### config.mk
export PLATFORM = sky130hd
export DESIGN_NAME = gmii_delay_line
export DESIGN_NICKNAME = d
export VERILOG_FILES = /design/src/hdl/gmii_pkg.sv /design/src/hdl/tx_mux_pkg.sv /design/src/hdl/gmii_delay_line.sv
export SDC_FILE = /design/constraint.sdc
export NUM_CORES = 1
export LEC_CHECK = 0
export ABC_AREA = 1
export BUFFER_PORTS_ARGS = -buffer_cell sky130_fd_sc_hd__buf_2
export CORE_MARGIN = 3
export CORE_UTILIZATION = 57
export CTS_CLUSTER_DIAMETER = 100
export DETAILED_ROUTE_END_ITERATION = 10
export GPL_TIMING_DRIVEN = 0
export PLACE_DENSITY_LB_ADDON = 0.08
export SETUP_SLACK_MARGIN = 0.05
export SLEW_MARGIN = 20
export SYNTH_ARGS = -nofsm -noshare
export SYNTH_HDL_FRONTEND = slang
export SYNTH_SLANG_ARGS = --single-unit
### constraint.sdc
create_clock -name I_125m_clk -period 0.8 [get_ports I_125m_clk]
set_clock_uncertainty 0.05 [all_clocks]
set_input_delay 0.16 -clock I_125m_clk [delete_from_list [all_inputs] [get_ports I_125m_clk]]
set_output_delay 0.16 -clock I_125m_clk [all_outputs]
set_load 0.01 [all_outputs]
### src/hdl/gmii_pkg.sv
// GMII byte and FIFO word types, input port count

package gmii_pkg;

  // ----------------------------------------
  // Data types
  // ----------------------------------------

  // One byte on the GMII data lines
  typedef logic [7:0] gmii_byte_t;

  // Buffered word with dv on top of the data byte
  typedef logic [8:0] gmii_word_t;

  // ----------------------------------------
  // Sizes
  // ----------------------------------------

  // Number of transmit inputs into the mux
  localparam int NUM_PORTS = 4;

endpackage

### src/hdl/tx_mux_pkg.sv
// Scheduler state enum, port index and fill types, default thresholds

package tx_mux_pkg;

  // ----------------------------------------
  // Types
  // ----------------------------------------

  // Index of one input port
  typedef logic [1:0] port_idx_t;

  // FIFO fill level with one bit above the address for a full 4096 FIFO
  typedef logic [12:0] fill_cnt_t;

  // Scheduler states
  typedef enum logic [1:0] {
    IDLE,
    GAP,
    SEND
  } sched_state_t;

  // ----------------------------------------
  // Defaults
  // ----------------------------------------

  localparam int DEF_START_LEVEL = 8;
  localparam int DEF_GAP_MIN     = 8;
  localparam int DEF_TRAIL_WORDS = 2;
  // Long enough for a returned port 1 packet to get ahead
  localparam int DEF_P0_DELAY    = 32;

endpackage

### src/hdl/gmii_delay_line.sv
// Fixed-depth shift register delay for one GMII stream
`timescale 1ns/1ns

module gmii_delay_line #(
  parameter int P0_DELAY = tx_mux_pkg::DEF_P0_DELAY
)
(
  input  logic                I_125m_clk,
  input  logic                in_dv,
  input  gmii_pkg::gmii_byte_t in_d,
  output logic                out_dv,
  output gmii_pkg::gmii_byte_t out_d
);

  // One stage per cycle of delay
  gmii_pkg::gmii_word_t taps [P0_DELAY];

  // ----------------------------------------
  // Shift chain
  // ----------------------------------------
  always_ff @(posedge I_125m_clk)
  begin
    taps[0] <= {in_dv, in_d};
    for (int i = 1; i < P0_DELAY; i++)
    begin
      taps[i] <= taps[i-1];
    end
  end

  // Last stage is exactly P0_DELAY cycles behind the input
  assign out_dv = taps[P0_DELAY-1][8];
  assign out_d  = taps[P0_DELAY-1][7:0];

endmodule

==> impl_metrics.ini, run 1 <==
[run_status]
status = finished with violations
violations = setup timing

[critical_path]
cp_num_buf_inv = 1
critical_path_depth = 1
reg2reg_to = taps[1][115]
r2r_cells = 0
worstSetupStartpointType = flop
crit_chain = buf_6
worstPathMaxFanout = 1
cp-end-kind = output pin
crit_path_top_delay_cell = dfxtp_2
worstPathRequired_ns = 0.59
cp_top_family = flip-flops
reg2reg_slack_ns = 0.33
crit_end = out_d[1]
startpoint = taps[1][136]
critPathKind = flop to output pin
arrival_ns = 0.98
critPathMaxStageDelay_ns = 0.32
r2r-start = taps[1][106]

[die]
die_h_um = 107
num_io_pins = 19
die-area_sq_um = 11500
die_w_um = 107
row_count = 36
start_util = 0.591
coreArea_sq_um = 9860

[clock_tree]
clockRootBuffer = clkbuf_8
insertion_delay_ns = 0.55
cts.path.max_buffers = 3
clk_pin_slew_ns = 0.07
numCtsBuffers = 24
cts_tree = built
htree_num_levels = 1
cts_sinks = 288

[detailed_routing]
drtIter0Drc = 36
num_vias = 1978
wl_um = 5030
drc = 0
drtPass1Iterations = 2
ant_nets = 0
viasPerCell = 4.03
routedWlPerCell_um = 10.3

[finish]
multiInputGateArea_sq_um = 0
post-route-util = 0.712
top_register = taps
antennaDiodeCount = 0
fillCellCount = 615
final_nets = 351
final-seq-area_sq_um = 5780
top_regs = taps (288)
largest_reg_flops = 288
finalInstanceArea_sq_um = 7030
drive_gt1_frac = 0.184
comb.multi_input.count = 0
syn_to_final_growth_pct = 20.6

[grt]
grt_antenna_before_repair = 0
met1_usage = 0.112
grt_pass1_wl_um = 8820
grtUsageTotal = 0.0952
grt-ovfl-total = 0
grt.busiest_layer = met2
gr-usage-met3 = 0.0319
grt_max_degree = 17
use_met2 = 0.155
grt_pass1_vias = 2078

[timing]
fin_crit_ns = 1.19
fin_ws_ns = -0.388
min_period_over_period = 1.49
worst_slew_pin_slew_ns = 0.200
fmax_mhz = 841
finalSetupViolations = 9
relSlewSlack = 0.867
hold_viol_final = 0
timing.hold.ws_ns = 0.190
drv_slew = 0
rsz0062_at_grt = true

[power_and_ir_drop]
power_leakage_nw = 2.97
powerDensity_nw_per_um2 = 3890
irDropWorstVdd_uv = 2680

[placed_design]
place.gp.congestion = 0.575
dp_hpwl_um = 2290
portBuffers = 18
postPlaceCellArea_sq_um = 6080

[synth]
synth-seq-cells = 288
avgSynthCellArea_sq_um = 19.7
synth_warnings = 0
syn_inst = 296
ys_seq_area_frac = 0.990
syn_nets = 306
ys_types = 2
syn_area_sq_um = 5830

[flow_run]
max_cap_violations = 0

[worst_hold_path]
hp-class = input port to flop
## cells in the mapped netlist
master / number / share of area
buf_4: 8 / 0.010
dfxtp_1: 288 / 0.99
## routing by layer
metal / part of all wire / vias to the layer above
li1: - / 990
met1: 0.45 / 928
met2: 0.47 / 44
met3: 0.050 / 16
met4: 0.032 / 0
met5: 0 / -
## logic make-up (layout without fill, tap and decap cells)
kind of cell | after synthesis | count (layout) | share of synthesized area
DFF | 288 | 288 | 0.990
buffers and inverters | 8 | 70 | 0.0103
## what timing repair did
item	in CTS	in global routing
setup endpoints to repair	9	9
buffers inserted	0	0
hold endpoints to repair	9	0
gates resized for setup	13	5
hold buffers	9	0
## per-stage QoR
step | worst slack, ns | power [mW] | cells | setup TNS [ns]
global placement | 0.0734 | 15.6 | 447 | 0
global route | -0.445 | 28.3 | 491 | -3.91
detailed placement | 0.0673 | 15.7 | 447 | 0
finish | -0.388 | 27.3 | 491 | -3.46
floorplan | 0.189 | 15.6 | 296 | 0
CTS | -0.421 | 27.7 | 491 | -3.73
## worst min path at each step
stage / to / cells past startpoint / from
floorplan: taps[0][0] / 0 / in_d[0]
global placement: taps[0][3] / 1 / in_d[3]
detailed placement: taps[0][0] / 1 / in_d[0]
CTS: taps[0][8] / 2 / in_dv
global route: taps[0][4] / 2 / in_d[4]
finish: taps[0][8] / 2 / in_dv
## report_power, final
| group | total [mW] | switching, mW | internal (mW) |
|---|---|---|---|
| clock | 11.9 | 4.52 | 7.41 |
| sequential | 15.3 | 0.169 | 15.1 |
| combinational | 0.115 | 0.0292 | 0.0853 |
## final cells by class
cell class            instances  share of cell area
Sequential cell             288               0.822
Timing Repair Buffer         27              0.0336
Tap cell                    133              0.0237
Clock inverter                9              0.0246
Clock buffer                 34              0.0961
## cell usage in the layout (no fill, tap or decap)
cell type and instances:
buf_2 9, buf_6 9, bufinv_16 5, clkbuf_1 4, clkbuf_16 22, clkbuf_8 8, clkinv_2 3, clkinvlp_4 1
dfxtp_1 279, dfxtp_2 9, dlygate4sd3_1 9
(Power assumes the default switching activity.)
==> inputs of run 2 (changes only) <==
ABC_AREA = not set   (was 1)
CORE_UTILIZATION = 40   (was 57)
==> run 2 against run 1 <==
Against the previous run:
- sequential share of layout area decreased by 0.91 points
- count of clock-buffer cells in the layout grew 6
- global-route usage fell by 3.7 points
- power is 0.29% higher
- the run still ends with setup timing left
- routed wire length fell by 12%
- critical path type unchanged
- non-clock buffer count stayed put
- worst hold slack improved by 0.060 ns
- critical path depth did not move
- first-iteration DRC count rose by 33%
- largest power group unchanged
==> impl_metrics.ini, run 2 (synthesized netlist as in run 1, its figures left out) <==
[critical_path]
crit_chain = buf_6
cp_top_family = flip-flops
cp_num_buf_inv = 1
worstPathMaxFanout = 1
critPathKind = flop to output pin
worstSetupStartpointType = flop
worstPathRequired_ns = 0.59
cp-end-kind = output pin
crit_path_top_delay_cell = dfxtp_2
critPathMaxStageDelay_ns = 0.32
arrival_ns = 0.91

[clock_tree]
cts.path.max_buffers = 3
insertion_delay_ns = 0.49
htree_num_levels = 1
cts_sinks = 288
numCtsBuffers = 26
clk_pin_slew_ns = 0.06
cts_tree = built
clockRootBuffer = clkbuf_16

[power_and_ir_drop]
netSwitchingFraction = 0.176
powerDensity_nw_per_um2 = 3860
clockPowerShare = 0.439
pwr-share-seq = 0.557
p_int_mw = 22.6
switching_power_mw = 4.82
power_leakage_nw = 2.99
pwr-share-comb = 0.004
irDropWorstVdd_uv = 1730
finalPower_mw = 27.4

[detailed_routing]
viasPerCell = 3.62
drtIter0Drc = 48
drc = 0
wl_um = 4450
routedWlPerCell_um = 8.19
num_vias = 1965
drtPass1Iterations = 4
ant_nets = 0

[timing]
worst_slew_pin_slew_ns = 0.139
tns_ns = -2.86
finalSetupViolations = 9
relSlewSlack = 0.907
min_period_over_period = 1.41
fin_crit_ns = 1.12
fin_ws_ns = -0.325
drv_slew = 0
rsz0062_at_grt = true
hold_viol_final = 0
fmax_mhz = 889

[placed_design]
place.gp.congestion = 0.580
dp_slack_ns = 0.0677
dp_hpwl_um = 1920
portBuffers = 18

[finish]
multiInputGateArea_sq_um = 0
drive_gt1_frac = 0.185
fillCellCount = 1151
layout_common_cells = dfxtp_1 (280), clkbuf_16 (27), buf_2 (10)
layout_commonest_cell = dfxtp_1
final-seq-area_sq_um = 5780
largest_reg_flops = 288
top_register = taps
top_regs = taps (288)
comb.multi_input.count = 0
final_nets = 353
antennaDiodeCount = 0
syn_to_final_growth_pct = 22.0

[run_status]
status = finished with violations
violations = setup timing

[grt]
grt_max_degree = 16
grt-ovfl-total = 0
grt_pass1_vias = 1843
grtUsageTotal = 0.0582
grt_pass1_wl_um = 7900
grt_antenna_before_repair = 0

[die]
start_util = 0.415
num_io_pins = 19
die_w_um = 127
row_count = 43
die_h_um = 127
coreArea_sq_um = 14000
die-area_sq_um = 16000

[worst_hold_path]
hp-class = input port to flop

[flow_run]
max_cap_violations = 0
## run 2: area by class of cell
cell class	count	area share
tap	180	0.0317
clock inverter	8	0.0127
clock buffer	40	0.110
timing repair buffer	27	0.0324
sequential	288	0.813
## run 2: routing by layer
layer | share of wire | vias up | global-route usage
met1 | 0.48 | 909 | 0.0712
met2 | 0.39 | 43 | 0.0813
met5 | 0 | - | 0
met3 | 0.084 | 16 | 0.0291
met4 | 0.040 | 0 | 0.0372
li1 | - | 997 | -
## run 2: power by group through the flow
stage                     clock (mW)  sequential, mW  combinational (mW)
final                           12.0            15.3               0.111
after global routing            13.1            15.3               0.119
after CTS                       12.5            15.3               0.111
after detailed placement           0            15.6              0.0826
after global placement             0            15.6              0.0822
after floorplan                    0            15.5              0.0408
## run 2: through the flow
step | utilization | area [sq um] | instances | hold slack [ns]
finish | 0.506 | 7110 | 543 | 0.250
global placement | 0.437 | 6140 | 494 | 0.214
global route | 0.506 | 7110 | 543 | 0.226
detailed placement | 0.437 | 6140 | 494 | 0.214
floorplan | - | 5830 | 296 | 0.138
CTS | 0.506 | 7100 | 543 | 0.223
## run 2: final timing paths
path | start | to | slack, ns | depth (start not counted)
setup / recovery | taps[1][136] | out_d[1] | -0.32 | 1
hold / removal | in_d[6] | taps[0][6] | 0.25 | 2
setup reg to reg | taps[0][97] | taps[0][106] | 0.35 | 0
hold reg to reg | taps[1][81] | taps[1][90] | 0.27 | 0
## run 2: repair_timing
action                                 in CTS  in global routing
setup buffers                               0                  0
setup endpoints to repair                   9                  9
hold buffers                                9                  0
pin swaps                                   0                  0
endpoints found under the hold margin       9                  0
resized for setup                          14                  2
