[config.mk]
export PLATFORM = sky130hd
export DESIGN_NAME = tx_output_stage
export DESIGN_NICKNAME = d
export VERILOG_FILES = /design/src/hdl/gmii_pkg.sv /design/src/hdl/tx_mux_pkg.sv /design/src/hdl/tx_output_stage.sv
export SDC_FILE = /design/constraint.sdc
export NUM_CORES = 1
export LEC_CHECK = 0
export ABC_AREA = 0
export BUFFER_PORTS_ARGS = -buffer_cell sky130_fd_sc_hd__buf_2
export CAP_MARGIN = 20
export CELL_PAD_IN_SITES_DETAIL_PLACEMENT = 1
export CELL_PAD_IN_SITES_GLOBAL_PLACEMENT = 2
export CORE_AREA = 2 2 59 66
export CTS_BUF_LIST = sky130_fd_sc_hd__clkbuf_2
export DETAILED_ROUTE_END_ITERATION = 16
export DIE_AREA = 0 0 61 68
export GPL_TIMING_DRIVEN = 0
export PLACE_DENSITY = 0.84
export SLEW_MARGIN = 20
export SYNTH_ARGS = -nofsm -noshare
export SYNTH_HDL_FRONTEND = slang
export SYNTH_SLANG_ARGS = --single-unit
[constraint.sdc]
create_clock -name I_125m_clk -period 0.9 [get_ports I_125m_clk]
set_input_delay 0.045 -clock I_125m_clk [delete_from_list [all_inputs] [get_ports I_125m_clk]]
set_output_delay 0.045 -clock I_125m_clk [all_outputs]
set_load 0.02 [all_outputs]
[src/hdl/gmii_pkg.sv]
// GMII byte and FIFO word types, input port count

package gmii_pkg;

  // ----------------------------------------
  // Data types
  // ----------------------------------------

  // One byte on the GMII data lines
  typedef logic [7:0] gmii_byte_t;

  // Buffered word with dv on top of the data byte
  typedef logic [8:0] gmii_word_t;

  // ----------------------------------------
  // Sizes
  // ----------------------------------------

  // Number of transmit inputs into the mux
  localparam int NUM_PORTS = 4;

endpackage

[src/hdl/tx_mux_pkg.sv]
// Scheduler state enum, port index and fill types, default thresholds

package tx_mux_pkg;

  // ----------------------------------------
  // Types
  // ----------------------------------------

  // Index of one input port
  typedef logic [1:0] port_idx_t;

  // FIFO fill level with one bit above the address for a full 4096 FIFO
  typedef logic [12:0] fill_cnt_t;

  // Scheduler states
  typedef enum logic [1:0] {
    IDLE,
    GAP,
    SEND
  } sched_state_t;

  // ----------------------------------------
  // Defaults
  // ----------------------------------------

  localparam int DEF_START_LEVEL = 8;
  localparam int DEF_GAP_MIN     = 8;
  localparam int DEF_TRAIL_WORDS = 2;
  // Long enough for a returned port 1 packet to get ahead
  localparam int DEF_P0_DELAY    = 32;

endpackage

[src/hdl/tx_output_stage.sv]
// Output data register and port-info register of the transmit mux
`timescale 1ns/1ns

module tx_output_stage
(
  input  logic                  I_125m_clk,
  input  logic                  I_rst,
  input  logic                  sending,
  input  tx_mux_pkg::port_idx_t cur_port,
  input  gmii_pkg::gmii_word_t  q_p0,
  input  gmii_pkg::gmii_word_t  q_p1,
  input  gmii_pkg::gmii_word_t  q_p2,
  input  gmii_pkg::gmii_word_t  q_p3,
  output logic                  tx_dv,
  output gmii_pkg::gmii_byte_t  tx_d,
  output logic [3:0]            port_info
);

  gmii_pkg::gmii_word_t head;
  logic                 tx_dv_d;

  // Head word of the port being served
  always_comb
  begin
    case (cur_port)
      2'd0:    head = q_p0;
      2'd1:    head = q_p1;
      2'd2:    head = q_p2;
      default: head = q_p3;
    endcase
  end

  // ----------------------------------------
  // Output registers
  // ----------------------------------------
  always_ff @(posedge I_125m_clk or posedge I_rst)
  begin
    if (I_rst)
    begin
      tx_dv     <= 1'b0;
      tx_d      <= '0;
      tx_dv_d   <= 1'b0;
      port_info <= '0;
    end
    else
    begin
      tx_dv_d <= tx_dv;
      // Idle bus outside of a send
      if (sending)
      begin
        tx_dv <= head[8];
        tx_d  <= head[7:0];
      end
      else
      begin
        tx_dv <= 1'b0;
        tx_d  <= '0;
      end
      // Tag taken at packet start and held until the next one
      if (tx_dv && !tx_dv_d)
        port_info <= {2'b00, cur_port};
    end
  end

endmodule

==> reports/results.ini, run 1 <==
[timing]
fmax_ghz = 1.03
hold_viol_final = 0
min_period_ns = 0.971
timing.final.crit_share = 1.08
drv_slew = 0
setup_viol = 3
timing.final.ws_setup_ns = -0.0712
fin_worst_skew_ns = 0.0153
grt_setup_unrepaired = yes

[routing]
dr.pass1.iters = 3
drt_wl_total_um = 1960
first_iter_violations = 4
drc = 0
wl_per_cell_um = 12.5
vias_per_cell = 3.87
drt.antenna.violating_nets = 0
vias = 607

[yosys]
synth_cell_types = 13
mappedNetlistArea_um2 = 633
synth_top_area_frac = 0.474
syn_inst = 51
synthTopCellsByArea = dfrtp_1, mux2i_1, o22ai_1
yosysTopAreaCell = dfrtp_1
synth-seq-cells = 12
ys_seq_area_frac = 0.474
yosys_warnings = 0
syn_avg_cell_area_um2 = 12.4

[power]
seq_power_share = 0.458
p_sw_uw = 422
power_uw = 1380
p_comb_frac = 0.342
power.density_mw_per_mm2 = 1320
switching_share = 0.307
p_leak_uw = 0.000569
ir_drop_mv = 0.496
internal_power_uw = 954
pwr-share-clk = 0.200

[setup_path]
r2r_cells = 2
critPathMaxFanout = 3
cp.arrival_ns = 1.12
path_cells = nor2b_4, mux2_4
worstReg2RegEnd = port_info[1]$_DFFE_PP0P_
critPathLaunchType = register
end_kind = register
cp_slowest_cell = dfrtp_2
cp_num_cells = 2
crit_family = flip-flops
cp.buffers_inverters = 0
crit_type = reg2reg
max_stage_delay_ns = 0.39
reg2reg_setup_slack_ns = -0.07
cp.required_ns = 1.05
rr_startpoint = tx_dv$_DFF_PP0_

[placement]
globalplace.congestion = 0.645
port_buffers = 50
hpwl_um = 1600

[clock_tree]
clock_path_buffers = 2
clkTransAtPathRegs_ns = 0.13
clk_root_buffer_cell = clkbuf_2
cts_buffers = 3
h-tree-depth = 1
cts_tree = done
cts_setup_buffers = 0
worstSkewPairLatency_ns = 0.27
cts.sinks = 12

[grt]
grt_pass1_vias = 672
grt_usage = 0.103
antenna_found_initial = 0
overflow = 0
grt_pass1_wl_um = 3080
grt_max_degree = 13

[layout]
final_util = 0.295
layout-drive-gt1-share = 0.570
antenna_cells = 0
final_nets = 149
syn_to_final_growth_pct = 65.0

[flow_run]
cap_violations = 0

[die]
io_pins = 54
start_util = 0.179
die_y_um = 68
die_w_um = 61
rows = 23
core_mm2 = 0.00354
dieArea_mm2 = 0.00415

[outcome]
status = finished, violations left
violations = negative setup slack

[min_path]
hp-start = cur_port[1]
hold_end = port_info[1]$_DFFE_PP0P_
hold_depth = 2
hp-class = in2reg

==> cell families after synthesis <==
group	after synthesis	share of synthesized area
multiplexers	20	0.320
AO/OA/AOI/OAI	9	0.0889
buffers and inverters	6	0.0850
AND/OR/NAND/NOR	3	0.0257
other	1	0.00592
flip-flops	12	0.474
==> through the flow <==
step / instance area [um^2] / cells / setup slack [ns] / setup TNS, ns / hold slack [ns]
after detailed placement: 966 / 152 / -0.0767 / -0.608 / 0.0785
after CTS: 995 / 157 / -0.0923 / -0.225 / 0.0265
after global placement: 966 / 152 / -0.0288 / -0.138 / 0.0804
after global routing: 1040 / 157 / -0.133 / -0.432 / 0.0318
after floorplan: 653 / 52 / -0.105 / -0.210 / -0.0904
final: 1040 / 157 / -0.0712 / -0.144 / 0.0556
==> cell usage after synthesis <==
cell type	instances
mux2i_1	18
dfrtp_1	12
o22ai_1	9
buf_4	2
mux2_2	2
buf_1	1
buf_12	1
buf_6	1
conb_1	1
inv_1	1
nand2_1	1
nand2b_1	1
nor2b_1	1
==> cell usage in the layout, fill, tap and decap left out, types with 2 or more instances in the layout <==
cell,netlist,routed
buf_2,0,42
buf_4,2,2
buf_6,1,9
clkbuf_2,0,3
conb_1,1,2
dfrtp_1,12,11
mux2_4,0,2
mux2i_1,18,18
o22ai_1,9,9
==> final cells by class <==
class / count / area (um^2)
timing repair buffer: 51 / 310
clock inverter: 1 / 3.75
multi-input combinational: 34 / 298
fill: 422 / 2490
clock buffer: 3 / 15.0
inverter: 1 / 3.75
buffer: 5 / 50.0
sequential: 12 / 302
tap: 50 / 62.6
==> sequential cells by signal (all words and copies together), names as in the netlist <==
register   flops
port_info      2
tx_dv_d        1
tx_d           8
tx_dv          1
==> power by group through the flow <==
stage          combinational (uW)  sequential (uW)  clock (uW)
6_report                      471              630         275
4_1_cts                       429              621         303
5_1_grt                       510              638         330
3_3_place_gp                  413              628           0
3_5_place_dp                  423              632           0
2_1_floorplan                 177              702           0
==> worst max-delay path by stage <==
stage                                 start                       end  slack (ns)
after floorplan             tx_dv$_DFF_PP0_  port_info[0]$_DFFE_PP0P_       -0.10
after global routing        tx_dv$_DFF_PP0_  port_info[0]$_DFFE_PP0P_       -0.13
after CTS                   tx_dv$_DFF_PP0_  port_info[1]$_DFFE_PP0P_       -0.09
after global placement    tx_dv_d$_DFF_PP0_  port_info[1]$_DFFE_PP0P_       -0.03
after detailed placement        cur_port[1]         tx_d[1]$_DFF_PP0_       -0.08
final                       tx_dv$_DFF_PP0_  port_info[1]$_DFFE_PP0P_       -0.07
==> per-layer routing <==
metal	vias to the layer above	global-route usage	routed length, um
met5	-	0	0
met4	0	0.0163	8
met3	2	0.0321	155
met2	35	0.199	1080
met1	274	0.108	714
li1	296	-	-
==> timing repair <==
item                                    CTS  global route
endpoints found under the hold margin    12             0
hold buffers                              1             0
endpoints found under the setup margin    3            11
cloned                                    0             0
gates resized for setup                   0            16
Note: power is estimated with default switching activity, not from simulation.
==> run 2, diff against run 1 <==
- CELL_PAD_IN_SITES_DETAIL_PLACEMENT: 1 -> 0
- CELL_PAD_IN_SITES_GLOBAL_PLACEMENT: 2 -> 1
- CORE_AREA: 2 2 59 66 -> 2 2 52 59
- DIE_AREA: 0 0 61 68 -> 0 0 54 61
==> reports/results.ini, run 2 (synthesis results as in run 1) <==
[power]
internal_power_uw = 950  ; -0.41%
p_sw_uw = 420  ; -0.31%
seq_power_share = 0.459  ; about the same
p_leak_uw = 0.000569  ; about the same
switching_share = 0.307  ; about the same
p_comb_frac = 0.340  ; -0.002
pwr-share-clk = 0.201  ; about the same
ir_drop_mv = 0.614  ; +24%
power.density_mw_per_mm2 = 1360  ; +3.5%

[layout]
syn_to_final_growth_pct = 58.9
multi_input_area_um2 = 298  ; unchanged
antenna_cells = 0  ; unchanged
largest_reg_flops = 8  ; unchanged
stdcell_area_mm2 = 0.00101  ; -3.7%
mostFrequentLayoutCells = buf_2, mux2i_1, dfrtp_1
largestRegisters = tx_d x8, port_info x2
seqCellArea_um2 = 302  ; unchanged
layout-drive-gt1-share = 0.574  ; +0.00398
layout_commonest_cell = buf_2
regMostFlops = tx_d
fillers = 291  ; -31%
final_nets = 150  ; +0.67%

[grt]
antenna_found_initial = 0  ; unchanged
grt_usage = 0.112  ; +0.00983
grt_pass1_wl_um = 2580  ; -16%
grt_pass1_vias = 595  ; -11%
grt_max_degree = 13  ; unchanged
overflow = 0  ; unchanged

[timing]
grt_setup_unrepaired = yes
drv_slew = 0  ; unchanged
timing.final.crit_share = 1.08  ; -0.00378
fmax_ghz = 1.03  ; +0.35%
fin_worst_skew_ns = 0.0000829  ; -0.0152 ns
min_period_ns = 0.968  ; -0.00340 ns
hold_ws_ns = 0.0502  ; -0.00542 ns
setup_viol = 2  ; -1
timing.final.ws_setup_ns = -0.0678  ; +0.00340 ns
hold_viol_final = 0  ; unchanged

[setup_path]
crit_type = reg2reg
cp.arrival_ns = 1.13  ; about the same
critPathMaxFanout = 3  ; unchanged
end_kind = register
cp.required_ns = 1.06  ; about the same
crit_start = tx_dv$_DFF_PP0_
critPathLaunchType = register
rr_startpoint = tx_dv$_DFF_PP0_

[routing]
wl_per_cell_um = 12.0  ; -4.2%
first_iter_violations = 0  ; -4
vias_per_cell = 4.42  ; +14%
vias = 623  ; +2.6%
drt.antenna.violating_nets = 0  ; unchanged
dr.pass1.iters = 1  ; -2
drt_wl_total_um = 1690  ; -14%
drc = 0  ; unchanged

[clock_tree]
h-tree-depth = 1  ; unchanged
cts_tree = done
clkTransAtPathRegs_ns = 0.12  ; about the same
worstSkewPairLatency_ns = 0.26  ; about the same
clock_path_buffers = 2  ; unchanged
cts_buffers = 3  ; unchanged
clk_root_buffer_cell = clkbuf_2
cts.sinks = 12  ; unchanged

[die]
rows = 20  ; -13%
io_pins = 54  ; unchanged
die_y_um = 61  ; -10%
start_util = 0.234  ; +0.0554
die_w_um = 54  ; -11%
dieArea_mm2 = 0.00329  ; -21%
core_mm2 = 0.00270  ; -24%

[placement]
port_buffers = 50  ; unchanged
globalplace.congestion = 0.643  ; -0.39%
hpwl_um = 1350  ; -16%
placed_cell_area_um2 = 945  ; -2.2%

[min_path]
hp-start = cur_port[1]
hp-class = in2reg

[outcome]
status = finished, violations left
violations = negative setup slack

[flow_run]
cap_violations = 0  ; unchanged

-- run 2: what timing repair did --
item / CTS / global route
endpoints found under the hold margin: 12 / 0
resized for setup: 0 / 8
hold buffers: 1 / 0
buffers inserted: 0 / 1
setup endpoints to repair: 3 / 7
gates cloned: 0 / 0
-- run 2: area by class of cell --
cell class | instances | area share
Buffer | 5 | 0.0498
Sequential cell | 12 | 0.300
Multi-Input combinational cell | 34 | 0.296
Inverter | 1 | 0.00373
Timing Repair Buffer | 52 | 0.291
Clock inverter | 1 | 0.00373
Clock buffer | 3 | 0.0149
Tap cell | 33 | 0.0410
-- run 2: through the flow --
stage	TNS, ns	instances	setup WS [ns]	total power (uW)	utilization
after floorplan	-0.210	52	-0.105	879	-
after global placement	-0.0729	135	-0.0309	1040	0.350
after detailed placement	-0.183	135	-0.0491	1050	0.350
after CTS	-0.141	140	-0.0703	1330	0.360
after global routing	-0.282	141	-0.0980	1460	0.372
final	-0.125	141	-0.0678	1370	0.372
-- run 2: path summary, 6_finish.rpt --
path / to / cells after the start / slack [ns]
min in group asynchronous: port_info[1]$_DFFE_PP0P_ / 3 / 0.30
worst min-delay path: port_info[1]$_DFFE_PP0P_ / 2 / 0.05
worst max-delay path: port_info[1]$_DFFE_PP0P_ / 2 / -0.07
worst min register to register: tx_dv_d$_DFF_PP0_ / 0 / 0.42
max in group asynchronous: tx_dv$_DFF_PP0_ / 3 / 0.26
worst max register to register: port_info[1]$_DFFE_PP0P_ / 2 / -0.07
-- run 2: power groups by stage --
stage                     Clock [uW]  Combinational (uW)  Sequential, uW
final                            275                 466             629
after global routing             317                 504             635
after CTS                        287                 422             623
after detailed placement           0                 417             634
after global placement             0                 409             628
after floorplan                    0                 177             702
-- run 2: layer usage --
layer / GRT usage / wire, um
met1: 0.123 / 684
met2: 0.202 / 819
met3: 0.0320 / 159
met4: 0.0429 / 21
met5: 0 / 0
-- run 2: worst max-delay path: stages (launching register included) --
cell	delay, ns
dfrtp_2	0.39
nor2b_4	0.17
mux2_4	0.31
==> run 3, diff against run 2 <==
--- a/config.mk
+++ b/config.mk
@@ -15,5 +15,4 @@
 export DETAILED_ROUTE_END_ITERATION = 16
 export DIE_AREA = 0 0 54 61
-export GPL_TIMING_DRIVEN = 0
 export PLACE_DENSITY = 0.84
 export SLEW_MARGIN = 20
==> constraint.sdc (replaced) <==
create_clock -name I_125m_clk -period 0.9 [get_ports I_125m_clk]
set_input_delay 0.09 -clock I_125m_clk [delete_from_list [all_inputs] [get_ports I_125m_clk]]
set_output_delay 0.09 -clock I_125m_clk [all_outputs]
set_load 0.02 [all_outputs]
==> reports/results.ini, run 3 (synthesis results as in run 1) <==
[power]
power.density_mw_per_mm2 = 1340  ; -1.4%
p_comb_frac = 0.363  ; +0.023
internal_power_uw = 995  ; +4.7%
seq_power_share = 0.443  ; -0.016
p_leak_uw = 0.000586  ; +3.1%
pwr-share-clk = 0.194  ; -0.007
switching_share = 0.302  ; -0.00466
p_sw_uw = 431  ; +2.5%
power_uw = 1430  ; +4.0%
ir_drop_mv = 0.539  ; -12%

[routing]
wl_per_cell_um = 11.9  ; -0.23%
vias = 638  ; +2.4%
drt_wl_total_um = 1690  ; +0.47%
first_iter_violations = 2  ; +2
vias_per_cell = 4.49  ; +1.7%
dr.pass1.iters = 2  ; +1
drt.antenna.violating_nets = 0  ; unchanged
drc = 0  ; unchanged

[die]
start_util = 0.234  ; unchanged
core_mm2 = 0.00270  ; unchanged
rows = 20  ; unchanged
die_w_um = 54  ; unchanged
io_pins = 54  ; unchanged
dieArea_mm2 = 0.00329  ; unchanged
die_y_um = 61  ; unchanged

[layout]
final_nets = 151  ; +0.67%
antenna_cells = 0  ; unchanged
layout-drive-gt1-share = 0.587  ; +0.0131
syn_to_final_growth_pct = 67.6
regMostFlops = tx_d
largest_reg_flops = 8  ; unchanged
largestRegisters = tx_d x8, port_info x2
layoutNonFillerInstCount = 142  ; +0.71%
mostFrequentLayoutCells = buf_2, mux2i_1, dfrtp_1
layout_commonest_cell = buf_2

[grt]
grt_pass1_wl_um = 2680  ; +3.8%
grt_max_degree = 13  ; unchanged
antenna_found_initial = 0  ; unchanged
overflow = 0  ; unchanged
grt_usage = 0.113  ; +0.000898
grt_pass1_vias = 638  ; +7.2%

[setup_path]
crit_family = flip-flops
critPathMaxFanout = 3  ; unchanged
crit_start = tx_dv$_DFF_PP0_
critPathLaunchType = register
cp.arrival_ns = 1.13  ; about the same
worstReg2RegEnd = port_info[0]$_DFFE_PP0P_
max_stage_delay_ns = 0.39  ; about the same
cp_slowest_cell = dfrtp_2
rr_startpoint = tx_dv$_DFF_PP0_
cp.required_ns = 1.06  ; about the same
cp.buffers_inverters = 0  ; unchanged
crit_type = reg2reg
end_kind = register
cp_num_cells = 2  ; unchanged
r2r_cells = 2  ; unchanged
crit_path_end = port_info[0]$_DFFE_PP0P_
path_cells = nor2b_4, mux2_4
reg2reg_setup_slack_ns = -0.07  ; about the same

[clock_tree]
clk_root_buffer_cell = clkbuf_2
h-tree-depth = 1  ; unchanged
clkTransAtPathRegs_ns = 0.13  ; about the same
cts_tree = done
clock_path_buffers = 2  ; unchanged
cts_buffers = 3  ; unchanged
cts.sinks = 12  ; unchanged
worstSkewPairLatency_ns = 0.26  ; about the same

[timing]
timing.final.ws_setup_ns = -0.0683  ; -0.000445 ns
drv_slew = 0  ; unchanged
fmax_ghz = 1.03  ; about the same
hold_viol_final = 0  ; unchanged
fin_worst_skew_ns = 0.000199  ; +0.000116 ns
setup_viol = 5  ; +3
min_period_ns = 0.968  ; +0.000445 ns
grt_setup_unrepaired = yes
timing.final.crit_share = 1.08  ; about the same

[flow_run]
cap_violations = 0  ; unchanged

[placement]
port_buffers = 51  ; +2.0%
globalplace.congestion = 0.634  ; -1.3%
hpwl_um = 1380  ; +2.7%
numPlacedInstances = 134  ; -0.74%

[outcome]
status = finished, violations left
violations = negative setup slack

[min_path]
hp-class = in2reg

run 3: changes by cell type in the layout (fill, tap and decap cells not counted):
cell,change
buf_1,-1
buf_4,+1
buf_6,+5
buf_12,+1
buf_2,-5
run 3: worst min path at each step:
stage	startpoint	end	slack, ns	depth (start not counted)
3_3_place_gp	I_rst	tx_d[6]$_DFF_PP0_	0.11	2
2_1_floorplan	I_rst	port_info[0]$_DFFE_PP0P_	-0.05	1
4_1_cts	cur_port[1]	port_info[1]$_DFFE_PP0P_	0.06	2
5_1_grt	cur_port[1]	port_info[1]$_DFFE_PP0P_	0.05	2
3_5_place_dp	I_rst	port_info[1]$_DFFE_PP0P_	0.13	2
6_report	cur_port[1]	port_info[1]$_DFFE_PP0P_	0.08	2
run 3: power by group through the flow:
stage | Combinational [uW] | Sequential (uW) | Clock (uW)
after global routing | 559 | 640 | 325
after floorplan | 177 | 702 | 0
final | 518 | 632 | 276
after detailed placement | 421 | 635 | 0
after CTS | 520 | 631 | 299
after global placement | 408 | 629 | 0
run 3: metal layers:
metal  vias up  routed length, um  GRT usage  share of wire
met1       306                622      0.128           0.37
met2        33                900      0.209           0.53
met4         0                  0     0.0321              0
met5         -                  0          0              0
li1        299                  -          -              -
met3         0                170     0.0271           0.10
run 3: layout make-up:
class	instances	area, um^2
Fill cell	294	1640
Timing Repair Buffer	58	398
Sequential cell	12	302
Multi-Input combinational cell	34	298
Tap cell	33	41.3
Clock buffer	3	15.0
Clock inverter	1	3.75
Inverter	1	3.75
run 3: through the flow:
stage               cell area [um^2]   util  hold WS (ns)  worst slack [ns]  TNS [ns]
finish                          1060  0.393        0.0805           -0.0683    -0.190
detailed placement               947  0.350         0.126           -0.0659    -0.131
global placement                 947  0.350         0.110           -0.0285   -0.0569
floorplan                        653      -       -0.0454            -0.105    -0.210
CTS                             1050  0.390        0.0595           -0.0772    -0.284
global route                    1060  0.393        0.0525            -0.112    -0.636
run 3: timing repair:
action	in CTS	in global routing
cloned	0	0
setup buffers	3	0
setup endpoints to repair	12	13
hold buffers	1	0
hold endpoints to repair	12	0
resized for setup	18	2
