File: src/hdl/gmii_pkg.sv
// GMII byte and FIFO word types, input port count

package gmii_pkg;

  // ----------------------------------------
  // Data types
  // ----------------------------------------

  // One byte on the GMII data lines
  typedef logic [7:0] gmii_byte_t;

  // Buffered word with dv on top of the data byte
  typedef logic [8:0] gmii_word_t;

  // ----------------------------------------
  // Sizes
  // ----------------------------------------

  // Number of transmit inputs into the mux
  localparam int NUM_PORTS = 4;

endpackage

File: src/hdl/tx_mux_pkg.sv
// Scheduler state enum, port index and fill types, default thresholds

package tx_mux_pkg;

  // ----------------------------------------
  // Types
  // ----------------------------------------

  // Index of one input port
  typedef logic [1:0] port_idx_t;

  // FIFO fill level with one bit above the address for a full 4096 FIFO
  typedef logic [12:0] fill_cnt_t;

  // Scheduler states
  typedef enum logic [1:0] {
    IDLE,
    GAP,
    SEND
  } sched_state_t;

  // ----------------------------------------
  // Defaults
  // ----------------------------------------

  localparam int DEF_START_LEVEL = 8;
  localparam int DEF_GAP_MIN     = 8;
  localparam int DEF_TRAIL_WORDS = 2;
  // Long enough for a returned port 1 packet to get ahead
  localparam int DEF_P0_DELAY    = 32;

endpackage

File: src/hdl/tx_scheduler.sv
// Round-robin packet scheduler with gap counter and read enables
`timescale 1ns/1ns

module tx_scheduler #(
  parameter int START_LEVEL = tx_mux_pkg::DEF_START_LEVEL,
  parameter int GAP_MIN     = tx_mux_pkg::DEF_GAP_MIN
)
(
  input  logic                            I_125m_clk,
  input  logic                            I_rst,
  input  tx_mux_pkg::fill_cnt_t           fill_p0,
  input  tx_mux_pkg::fill_cnt_t           fill_p1,
  input  tx_mux_pkg::fill_cnt_t           fill_p2,
  input  tx_mux_pkg::fill_cnt_t           fill_p3,
  input  logic [gmii_pkg::NUM_PORTS-1:0]  head_dv,
  output logic [gmii_pkg::NUM_PORTS-1:0]  rd_en,
  output logic                            sending,
  output tx_mux_pkg::port_idx_t           cur_port
);

  localparam int GAP_W = $clog2(GAP_MIN + 1);

  tx_mux_pkg::sched_state_t         state;
  logic [GAP_W-1:0]                 gap_cnt;
  logic [gmii_pkg::NUM_PORTS-1:0]   rd_en_d;
  logic [gmii_pkg::NUM_PORTS-1:0]   ready;
  logic                             found;
  tx_mux_pkg::port_idx_t            pick;
  tx_mux_pkg::port_idx_t            cand;
  logic                             pkt_end;

  // Ports holding at least the start threshold
  assign ready[0] = (fill_p0 >= START_LEVEL);
  assign ready[1] = (fill_p1 >= START_LEVEL);
  assign ready[2] = (fill_p2 >= START_LEVEL);
  assign ready[3] = (fill_p3 >= START_LEVEL);

  // ----------------------------------------
  // Rotating choice
  // ----------------------------------------

  // Walk down so the nearest ready port from cur_port upward wins
  always_comb
  begin
    found = 1'b0;
    pick  = cur_port;
    cand  = cur_port;
    for (int i = gmii_pkg::NUM_PORTS - 1; i >= 0; i--)
    begin
      cand = cur_port + tx_mux_pkg::port_idx_t'(i);
      if (ready[cand])
      begin
        found = 1'b1;
        pick  = cand;
      end
    end
  end

  // First trailer word seen at the head of a port being read
  assign pkt_end = rd_en_d[cur_port] && !head_dv[cur_port];
  assign sending = (state == tx_mux_pkg::SEND);

  // ----------------------------------------
  // FSM
  // ----------------------------------------
  always_ff @(posedge I_125m_clk or posedge I_rst)
  begin
    if (I_rst)
    begin
      state    <= tx_mux_pkg::IDLE;
      cur_port <= '0;
      gap_cnt  <= '0;
    end
    else
    begin
      case (state)
        tx_mux_pkg::IDLE:
        begin
          gap_cnt <= '0;
          if (|ready)
          begin
            state    <= tx_mux_pkg::GAP;
            cur_port <= '0;
          end
        end
        tx_mux_pkg::GAP:
        begin
          if (gap_cnt < GAP_MIN)
            gap_cnt <= gap_cnt + 1'b1;
          else if (found)
          begin
            state    <= tx_mux_pkg::SEND;
            cur_port <= pick;
          end
          else
            cur_port <= cur_port + 1'b1;
        end
        tx_mux_pkg::SEND:
        begin
          gap_cnt <= '0;
          if (pkt_end)
          begin
            state    <= tx_mux_pkg::GAP;
            cur_port <= cur_port + 1'b1;
          end
        end
        default:
          state <= tx_mux_pkg::IDLE;
      endcase
    end
  end

  // ----------------------------------------
  // Read strobes
  // ----------------------------------------

  // Dropping on pkt_end leaves exactly two trailer words consumed
  always_ff @(posedge I_125m_clk or posedge I_rst)
  begin
    if (I_rst)
    begin
      rd_en   <= '0;
      rd_en_d <= '0;
    end
    else
    begin
      rd_en_d <= rd_en;
      for (int i = 0; i < gmii_pkg::NUM_PORTS; i++)
      begin
        rd_en[i] <= sending && !pkt_end && (cur_port == tx_mux_pkg::port_idx_t'(i));
      end
    end
  end

  // Only one port in the read pipeline at a time, delayed strobes included
  a_one_reader: assert property (@(posedge I_125m_clk) disable iff (I_rst)
    $onehot0(rd_en | rd_en_d))
    else $error("tx_scheduler more than one FIFO read at once");

endmodule

File: config.mk
export PLATFORM = sky130hd
export DESIGN_NAME = tx_scheduler
export DESIGN_NICKNAME = d
export VERILOG_FILES = /design/src/hdl/gmii_pkg.sv /design/src/hdl/tx_mux_pkg.sv /design/src/hdl/tx_scheduler.sv
export SDC_FILE = /design/constraint.sdc
export NUM_CORES = 1
export LEC_CHECK = 0
export BUFFER_PORTS_ARGS = -buffer_cell sky130_fd_sc_hd__buf_2
export CORE_MARGIN = 1
export CORE_UTILIZATION = 44
export DETAILED_ROUTE_END_ITERATION = 10
export PLACE_DENSITY = 0.82
export REMOVE_ABC_BUFFERS = 1
export SLEW_MARGIN = 25
export SYNTH_ARGS = -nofsm -noshare
export SYNTH_HDL_FRONTEND = slang
export SYNTH_SLANG_ARGS = --single-unit
File: constraint.sdc
create_clock -name I_125m_clk -period 2.7 [get_ports I_125m_clk]
set_clock_uncertainty 0.1 [all_clocks]
set_input_delay 0 -clock I_125m_clk [delete_from_list [all_inputs] [get_ports I_125m_clk]]
set_output_delay 0 -clock I_125m_clk [all_outputs]
set_load 0.005 [all_outputs]
==> metrics.md, run 1 <==
| Metric | Value |
|---|---|
| Max-cap violations | `0` |
| Placed Instances | `198` |
| Fin. Hold Viols | `0` |
| Layout cells sized above 1 | `39.3%` |
| Largest net degree at the start of global routing | `17` |
| Gr usage total | `23.0%` |
| Sw Share | `41.6%` |
| Mux contribution to synthesized area | `3.68%` |
| Routability cong. | `0.841` |
| Cell Area, Synth | `1150 um2` |
| Sequential-to-total area share from yosys stat | `34.7%` |
| Via count | `1,166` |
| Post-DP HPWL | `2.31 mm` |
| Clk_lat worst skew | `0.29 ns` |
| Place WS | `0.315 ns` |
| PortBufs | `52` |
| Non-filler instance count after layout | `203` |
| Clock buffer depth | `2` |
| Clk sinks | `16` |
| Die Area | `2830 um2` |
| Gate Count Post-Synth | `118` |
| Commonest non-fill, non-tap cells in the layout | `buf_2 (52), dfrtp_1 (16), nand2_1 (10), ha_1 (10)` |
| Yosys top cell by area | `dfrtp_1` |
| Final nets | `242` |
| Area delta synth->final | `29.0%` |
| EDFF count, synth | `0` |
| Largest family of logic cells by synthesized area | `simple AND/OR/NAND/NOR gates` |
| Post-Synth Adder-Cell Area | `10.8%` |
| Die Width | `53.2 um` |
| Setup TNS | `0 ns` |
| Core ar. | `2480 um2` |
| Avg Inst Size Synth | `9.79 um2` |
| Status | `completed` |
| Relative slew slack | `60.1%` |
| Final min period | `2.43 ns` |
| Crit path capture type | `flip-flop` |
| Worst endpoint data arrival time | `2.52 ns` |
| Initial Util | `46.6%` |
| RSZ-0062 raised after global routing | `no` |
| Internal power | `0.000614 W` |
| XOR/XNOR Fraction of Synth Area | `0%` |
| WS Path Type | `reg2reg` |
| Sw Pwr | `0.000438 W` |
| Finished Core Util | `60.2%` |
| Vias in the first global route | `1,133` |
| Global-route wire length before repair | `4.71 mm` |
| Commonest non-fill, non-tap cell in the layout | `buf_2` |
| Drt total wl | `2.87 mm` |
| PostCTS Resize Cnt | `0` |
| Library cells used by synthesis | `36` |
| Peak VDD IR | `0.450 mV` |
| Most common cell type on the critical path | `inv_1` |
| Grt total ovfl | `0` |
| Pre-antenna DRT Iters | `5` |
| Clock share of power | `15.2%` |
| Via density | `5.74` |
| Simple-gate share of the synthesized area | `30.2%` |
| Routed Antenna Nets | `0` |
| Synth area leaders | `dfrtp_1 (35%), ha_1 (11%), nor4_4 (5.5%), o2111ai_1 (3.8%), o21ai_0 (3.5%)` |
| Yosys reg bits | `16` |
| I/O pins | `65` |
| Sequential cell fraction of total power | `35.2%` |
| Max Slew Vio Count | `0` |
| Yosys warning total | `0` |
| Ys flop type | `dfrtp_1` |
| Crit path max-delay family | `compound AO/OA/AOI/OAI gates` |
| DRT iter0 DRCs | `16` |
| Final setup fails | `0` |
| Asr flop ratio synth | `100%` |
| Slew @ Worst Pin | `0.599 ns` |
| Total power | `0.00105 W` |
| Complex-gate fraction of the synthesized area | `17.6%` |
| CTS tree | `done` |
| Die height | `53.2 um` |
| Htree depth | `1` |
| Post-synth top area share | `34.7%` |
| DRC errors left | `0` |
| FMAX | `0.412 GHz` |
| LEAKAGE | `0.690 nW` |
| # diodes | `0` |
| Worst setup SP type | `flip-flop` |
| HP Class | `in2async` |
| Crit-path max FO | `15` |
| Root buffer cell | `clkbuf_4` |
| PD cells | `706 nW/um2` |
| Final period utilization | `89.9%` |
| Row count | `18` |
| WP data required | `2.79 ns` |
| Critical Path, Cell by Cell | `inv_1, ha_1, inv_1, a2111oi_0, a211oi_1, a31o_1` |
| Initial antenna violation count | `0` |
| Buf+Inv Stages, Crit Path | `2` |
| Logic pwr share | `49.6%` |
| CTS Buf Count | `3` |
| Drt wl/cell | `14.1 um` |
| Clock-pin slew on the worst setup and hold paths | `0.09 ns` |
| CP peak stage delay | `0.65 ns` |
| Final setup margin | `0.274 ns` |
| Crit-path slowest cell | `dfrtp_1` |
layout make-up:
class                      instances  area (um2)
multi-input combinational         93         719
inverter                           7        26.3
timing repair buffer              53         270
sequential                        16         400
fill                             226         987
tap                               30        37.5
clock buffer                       4        36.3
cell families (layout without fill, tap and decap cells):
kind of cell    after synthesis  in the layout
compound gates               28             28
fa+ha+maj                    10             10
buf+inv                       9             64
flops                        16             16
mux                           4              4
simple gates                 51             51
worst paths after layout:
check                                  from     endpoint  slack [ns]  cells after the start
worst max-delay path            cur_port[1]  cur_port[1]        0.27                      6
worst min-delay path                  I_rst   gap_cnt[1]        0.21                      3
worst max register to register  cur_port[1]  cur_port[1]        0.27                      6
worst min register to register     rd_en[3]   rd_en_d[3]        0.28                      0
max in group asynchronous             I_rst     rd_en[0]        1.91                      3
min in group I_125m_clk          head_dv[2]     rd_en[3]        0.23                      5
cells in the mapped netlist, types with 3 or more instances:
cell and count:
nand3_1 4, dfrtp_1 16, nor4_4 3, nor2_1 8
o2111ai_1 5, nor2b_1 6, a31oi_1 3, a21oi_1 3
nor4_2 3, nand4_1 3, inv_1 7, o21ai_0 8
nor4_1 3, ha_1 10, nand2b_1 3, nand2_1 10
metrics by stage:
stage	cell area [um2]	hold slack [ns]
final	1490	0.207
after global routing	1490	0.275
after CTS	1490	0.221
after detailed placement	1440	-0.00405
after global placement	1440	-0.0205
after floorplan	1150	-0.186
sequential cells by signal (all words and copies together), names as in the netlist:
| register | flops |
|---|---|
| state | 2 |
| rd_en_d | 4 |
| cur_port | 2 |
| gap_cnt | 4 |
| rd_en | 4 |
power groups by stage:
stage / Clock (W) / Sequential [W] / Combinational (W)
floorplan: 0 / 0.000360 / 0.000359
global placement: 0 / 0.000365 / 0.000489
detailed placement: 0 / 0.000375 / 0.000515
CTS: 0.000163 / 0.000370 / 0.000521
global route: 0.000175 / 0.000383 / 0.000588
finish: 0.000160 / 0.000370 / 0.000522
worst register-to-register path, delay by kind of cell (launching register included):
| family | cells | cell delay (ns) |
|---|---|---|
| AO/OA/AOI/OAI | 3 | 0.81 |
| adder cells (fa/ha/maj) | 1 | 0.45 |
| flip-flops | 1 | 0.65 |
| buffers and inverters | 2 | 0.31 |
routing by layer:
| layer | track usage, % | vias to the layer above | wire length (um) |
|---|---|---|---|
| li1 | - | 559 | - |
| met1 | 23.7 | 560 | 1110 |
| met2 | 43.3 | 40 | 1550 |
| met3 | 4.60 | 7 | 134 |
| met4 | 10.5 | 0 | 63 |
| met5 | 0 | - | 0 |
timing repair:
item                      4_1_cts  5_1_grt
hold endpoints to repair       16        0
buffers inserted                0        0
hold buffers                    1        0
Note: power is estimated with default switching activity, not from simulation.
==> run 2, diff against run 1 <==
==> constraint.sdc (replaced) <==
create_clock -name I_125m_clk -period 2.7 [get_ports I_125m_clk]
set_clock_uncertainty 0.1 [all_clocks]
set_input_delay 0.405 -clock I_125m_clk [delete_from_list [all_inputs] [get_ports I_125m_clk]]
set_output_delay 0.405 -clock I_125m_clk [all_outputs]
set_load 0.005 [all_outputs]
==> metrics.md, run 2 (same netlist as run 1, synthesis figures left out) <==
| Metric | Value |
|---|---|
| Row count | `18` |
| Post-DP HPWL | `2.25 mm` |
| Hold_ws | `0.0500 ns` |
| Logic pwr share | `50.1%` |
| Global-route wire length before repair | `4.78 mm` |
| HP Class | `in2async` |
| Critical R2R Capture | `cur_port[1]` |
| Worst r2r src | `cur_port[0]` |
| CTS tree | `done` |
| Drt wl/cell | `13.7 um` |
| Crit-path slowest cell | `dfrtp_1` |
| Final Cell Area | `1490 um2` |
| Internal power | `0.000614 W` |
| Root buffer cell | `clkbuf_4` |
| Routed Antenna Nets | `0` |
| Slew @ Worst Pin | `0.575 ns` |
| Worst endpoint data arrival time | `2.34 ns` |
| Commonest non-fill, non-tap cell in the layout | `buf_2` |
| Initial antenna violation count | `0` |
| Worst-case reg-to-reg path depth | `6` |
| PortBufs | `52` |
| Drt total wl | `2.78 mm` |
| Sw Pwr | `0.000436 W` |
| Final setup fails | `0` |
| Status | `completed` |
| Die height | `53.2 um` |
| Relative slew slack | `61.6%` |
| Biggest regs | `gap_cnt (4), rd_en (4), rd_en_d (4)` |
| Clock buffer depth | `2` |
| Routability cong. | `0.836` |
| Clock share of power | `15.2%` |
| Setup TNS | `0 ns` |
| I/O pins | `65` |
| LEAKAGE | `0.691 nW` |
| CTS Buf Count | `3` |
| Critical Path, Cell by Cell | `inv_1, ha_1, inv_1, a2111oi_0, a211oi_1, a31o_1` |
| Area delta synth->final | `28.8%` |
| Final period utilization | `83.6%` |
| Gr usage total | `23.0%` |
| Clk_lat worst skew | `0.29 ns` |
| Number of post-CTS setup repair buffers | `0` |
| Final min period | `2.26 ns` |
| # diodes | `0` |
| WP data required | `2.78 ns` |
| FMAX | `0.443 GHz` |
| Max-cap violations | `0` |
| Grt total ovfl | `0` |
| Worst setup SP type | `flip-flop` |
| Max Slew Vio Count | `0` |
| Initial Util | `46.6%` |
| Commonest non-fill, non-tap cells in the layout | `buf_2 (52), dfrtp_1 (16), nand2_1 (10), ha_1 (10)` |
| Pre-antenna DRT Iters | `4` |
| Die Area | `2830 um2` |
| Crit path capture type | `flip-flop` |
| RSZ-0062 raised after global routing | `no` |
| Die Width | `53.2 um` |
| WS Path Type | `reg2reg` |
| Sw Share | `41.5%` |
| PostCTS Resize Cnt | `0` |
| Htree depth | `1` |
| DRT iter0 DRCs | `24` |
| Finished Core Util | `60.1%` |
| Largest net degree at the start of global routing | `17` |
| Crit-path max FO | `10` |
| DRC errors left | `0` |
| Final nets | `242` |
| DP Area | `1450 um2` |
| Place WS | `0.358 ns` |
| Via density | `5.69` |
| Fin. Hold Viols | `0` |
| Clock-pin slew on the worst setup and hold paths | `0.09 ns` |
| Worst reg-to-reg setup slack | `0.44 ns` |
| Hold-fix buffers, CTS | `0` |
| Most common cell type on the critical path | `inv_1` |
| Core ar. | `2480 um2` |
| Final setup margin | `0.444 ns` |
| PD cells | `706 nW/um2` |
| Clk sinks | `16` |
| CP peak stage delay | `0.53 ns` |
| Peak VDD IR | `0.393 mV` |
| Layout cells sized above 1 | `39.9%` |
| Sequential cell fraction of total power | `34.7%` |
| Buf+Inv Stages, Crit Path | `2` |
| Vias in the first global route | `1,123` |
| Via count | `1,156` |
| Crit path max-delay family | `compound AO/OA/AOI/OAI gates` |
run 2: power by group through the flow:
stage / sequential [W] / clock (W) / combinational [W]
6_report: 0.000365 / 0.000159 / 0.000526
2_1_floorplan: 0.000360 / 0 / 0.000359
3_3_place_gp: 0.000362 / 0 / 0.000488
4_1_cts: 0.000365 / 0.000158 / 0.000526
3_5_place_dp: 0.000369 / 0 / 0.000524
5_1_grt: 0.000376 / 0.000175 / 0.000597
run 2: worst reg2reg max path: stages, from the launching register on:
cell,delay (ns)
dfrtp_1,0.53
inv_1,0.20
ha_1,0.45
inv_1,0.06
a2111oi_0,0.43
a211oi_1,0.14
a31o_1,0.24
run 2: how the worst max path moves through the flow:
stage / startpoint / slack (ns) / depth (start not counted) / end
4_1_cts: state[0] / 0.45 / 7 / state[0]
5_1_grt: cur_port[0] / 0.23 / 6 / cur_port[1]
3_5_place_dp: fill_p1[4] / 0.36 / 7 / state[0]
6_report: cur_port[0] / 0.44 / 6 / cur_port[1]
2_1_floorplan: fill_p0[3] / 0.68 / 6 / cur_port[1]
3_3_place_gp: fill_p1[4] / 0.46 / 7 / state[0]
run 2: per-layer routing:
metal / GRT usage (%) / part of all wire (%) / up-vias
met5: 0 / 0 / -
met4: 8.77 / 1.5 / 0
met3: 2.59 / 4.4 / 5
met2: 43.3 / 53 / 36
met1: 25.7 / 42 / 554
li1: - / - / 561
run 2: metrics by stage:
step / std cells / total power [W]
2_1_floorplan: 116 / 0.000719
3_3_place_gp: 199 / 0.000850
3_5_place_dp: 199 / 0.000893
4_1_cts: 203 / 0.00105
5_1_grt: 203 / 0.00115
6_report: 203 / 0.00105
run 2: final cells by class:
type	count	area [um2]
clock buffers	4	36.3
fillers	221	990
inverters	7	26.3
multi-input cells	93	719
flip-flops and latches	16	400
well taps	30	37.5
repair buffers	53	268
==> run 3, diff against run 2 <==
--- a/config.mk
+++ b/config.mk
@@ -5,9 +5,10 @@
 export SDC_FILE = /design/constraint.sdc
 export NUM_CORES = 1
 export LEC_CHECK = 0
+export ABC_AREA = 1
 export BUFFER_PORTS_ARGS = -buffer_cell sky130_fd_sc_hd__buf_2
 export CORE_MARGIN = 1
-export CORE_UTILIZATION = 44
+export CORE_UTILIZATION = 45
 export DETAILED_ROUTE_END_ITERATION = 10
 export PLACE_DENSITY = 0.82
 export REMOVE_ABC_BUFFERS = 1
==> constraint.sdc (replaced) <==
create_clock -name I_125m_clk -period 2.2 [get_ports I_125m_clk]
set_clock_uncertainty 0.1 [all_clocks]
set_input_delay 0.33 -clock I_125m_clk [delete_from_list [all_inputs] [get_ports I_125m_clk]]
set_output_delay 0.33 -clock I_125m_clk [all_outputs]
set_load 0.005 [all_outputs]
==> metrics.md, run 3 <==
| Metric | Value |
|---|---|
| Status | `finished with violations` |
| Failing checks | `negative hold slack` |
| Htree depth | `1` |
| CP peak stage delay | `0.45 ns` |
| Crit-path slowest cell | `dfrtp_1` |
| Max-cap violations | `0` |
| Clock-pin slew on the worst setup and hold paths | `0.09 ns` |
| DRT iter0 DRCs | `24` |
| Library cells used by synthesis | `25` |
| Yosys reg bits | `16` |
| Layout cells sized above 1 | `32.9%` |
| Yosys top cell by area | `dfrtp_1` |
| Number of post-CTS setup repair buffers | `0` |
| Crit path capture type | `flip-flop` |
| Commonest non-fill, non-tap cells in the layout | `buf_2 (52), nor2_1 (38), nand2_1 (37)` |
| Worst endpoint data arrival time | `1.94 ns` |
| Synth area leaders | `dfrtp_1 (32%), nor2_1 (11%), nand2_1 (11%), ha_1 (10%), nand3_1 (9.7%)` |
| Final nets | `303` |
| Fillers | `244` |
| Gate Count Post-Synth | `176` |
| Initial Util | `48.8%` |
| Die Area | `2970 um2` |
| Crit path max-delay family | `compound AO/OA/AOI/OAI gates` |
| Area delta synth->final | `27.8%` |
| Most common cell type on the critical path | `inv_1` |
| Avg Inst Size Synth | `7.05 um2` |
| Total power | `0.00145 W` |
| Clk sinks | `16` |
| Global-route wire length before repair | `4.36 mm` |
| Die Width | `54.5 um` |
| Worst setup SP type | `flip-flop` |
| EDFF count, synth | `0` |
| PD cells | `917 nW/um2` |
| Gr usage total | `20.1%` |
| Final period utilization | `83.1%` |
| Grt total ovfl | `0` |
| Vias in the first global route | `1,143` |
| WP data required | `2.31 ns` |
| Top-count cell post-synth | `nor2_1` |
| LEAKAGE | `0.862 nW` |
| # diodes | `0` |
| Peak VDD IR | `0.828 mV` |
| Via count | `1,244` |
| Biggest regs | `gap_cnt (4), rd_en (4), rd_en_d (4)` |
| Place WS | `0.363 ns` |
| Final min period | `1.83 ns` |
| CTS Buf Count | `3` |
| Buf+Inv Stages, Crit Path | `3` |
| Row count | `18` |
| Final setup fails | `0` |
| RSZ-0062 raised after global routing | `no` |
| Hold-fix buffers, CTS | `0` |
| I/O pins | `65` |
| FMAX | `0.547 GHz` |
| Root buffer cell | `clkbuf_4` |
| Multi-input logic area | `746 um2` |
| CTS tree | `done` |
| Via density | `4.71` |
| Initial antenna violation count | `0` |
| Core ar. | `2540 um2` |
| PostCTS Resize Cnt | `0` |
| Register area | `400 um2` |
| Clk_lat worst skew | `0.28 ns` |
| Post-DP HPWL | `2.11 mm` |
| Routed Antenna Nets | `0` |
| Slew @ Worst Pin | `0.599 ns` |
| Max Slew Vio Count | `0` |
| Relative slew slack | `60.0%` |
| Largest net degree at the start of global routing | `17` |
| Final Cell Area | `1590 um2` |
| DP Area | `1550 um2` |
| Clock buffer depth | `2` |
| Cell Area, Synth | `1240 um2` |
| Crit-path max FO | `7` |
| Drt total wl | `2.55 mm` |
| Yosys warning total | `0` |
| Pre-antenna DRT Iters | `4` |
| Routability cong. | `0.803` |
| Hold_ws | `-0.00604 ns` |
| HP Class | `in2async` |
| Critical Path, Cell by Cell | `inv_1, ha_1, inv_1, nor2_2, inv_1, o21ai_2, a21oi_1, o21bai_1, a31oi_1` |
| Sequential-to-total area share from yosys stat | `32.3%` |
| Post-synth top cells | `nor2_1 (38), nand2_1 (37), nand3_1 (24)` |
| Post-synth top area share | `32.3%` |
| Setup TNS | `0 ns` |
| Commonest non-fill, non-tap cell in the layout | `buf_2` |
| Drt wl/cell | `9.66 um` |
| Die height | `54.5 um` |
| DRC errors left | `0` |
| PortBufs | `52` |
| Asr flop ratio synth | `100%` |
| WS Path Type | `reg2reg` |
| Ys flop type | `dfrtp_1` |
| Final setup margin | `0.372 ns` |
| Fin. Hold Viols | `16` |
run 3: area by class of cell:
type,instances,share of cell area (%)
tap,30,2.37
inverter,21,5.28
sequential,16,25.2
multi-input combinational,138,47.0
timing repair buffer,55,17.8
clock buffer,4,2.29
run 3: worst reg2reg max path, stage by stage, from the launching register on:
cell,delay [ns]
dfrtp_1,0.45
inv_1,0.10
ha_1,0.31
inv_1,0.11
nor2_2,0.12
inv_1,0.09
o21ai_2,0.10
a21oi_1,0.09
o21bai_1,0.15
a31oi_1,0.13
run 3: logic make-up after synthesis:
kind of cell | synth area share, %
DFF | 32.3
adders and majority gates | 10.1
and+or+nand+nor | 43.1
AOI/OAI and AO/OA | 6.86
buffers and inverters | 7.66
run 3: report_power, final:
part	switching, W	total [W]	internal [W]
sequential	0.0000658	0.000439	0.000374
combinational	0.000488	0.000823	0.000335
clock	0.0000913	0.000192	0.000101
run 3: final timing paths:
kind	start	end	slack, ns	depth (start not counted)
min in group I_125m_clk	rd_en[2]	rd_en_d[2]	0.28	0
worst max register to register	state[1]	gap_cnt[2]	0.37	9
worst min-delay path	I_rst	gap_cnt[1]	-0.006	2
worst min register to register	rd_en[2]	rd_en_d[2]	0.28	0
worst max-delay path	state[1]	gap_cnt[2]	0.37	9
max in group asynchronous	I_rst	rd_en[2]	1.62	2
run 3: stage by stage:
stage | instances | hold slack (ns) | util, %
4_1_cts | 264 | 0.0107 | 62.3
2_1_floorplan | 175 | 0.144 | -
3_5_place_dp | 260 | 0.260 | 60.9
6_report | 264 | -0.00604 | 62.3
5_1_grt | 264 | 0.0399 | 62.3
3_3_place_gp | 260 | 0.253 | 60.9
run 3: metal layers:
layer / up-vias / GRT usage, % / share of wire, %
met5: - / 0 / 0
met4: 0 / 2.56 / 0
met3: 0 / 6.11 / 5.8
met2: 36 / 38.0 / 49
met1: 534 / 22.2 / 45
li1: 674 / - / -
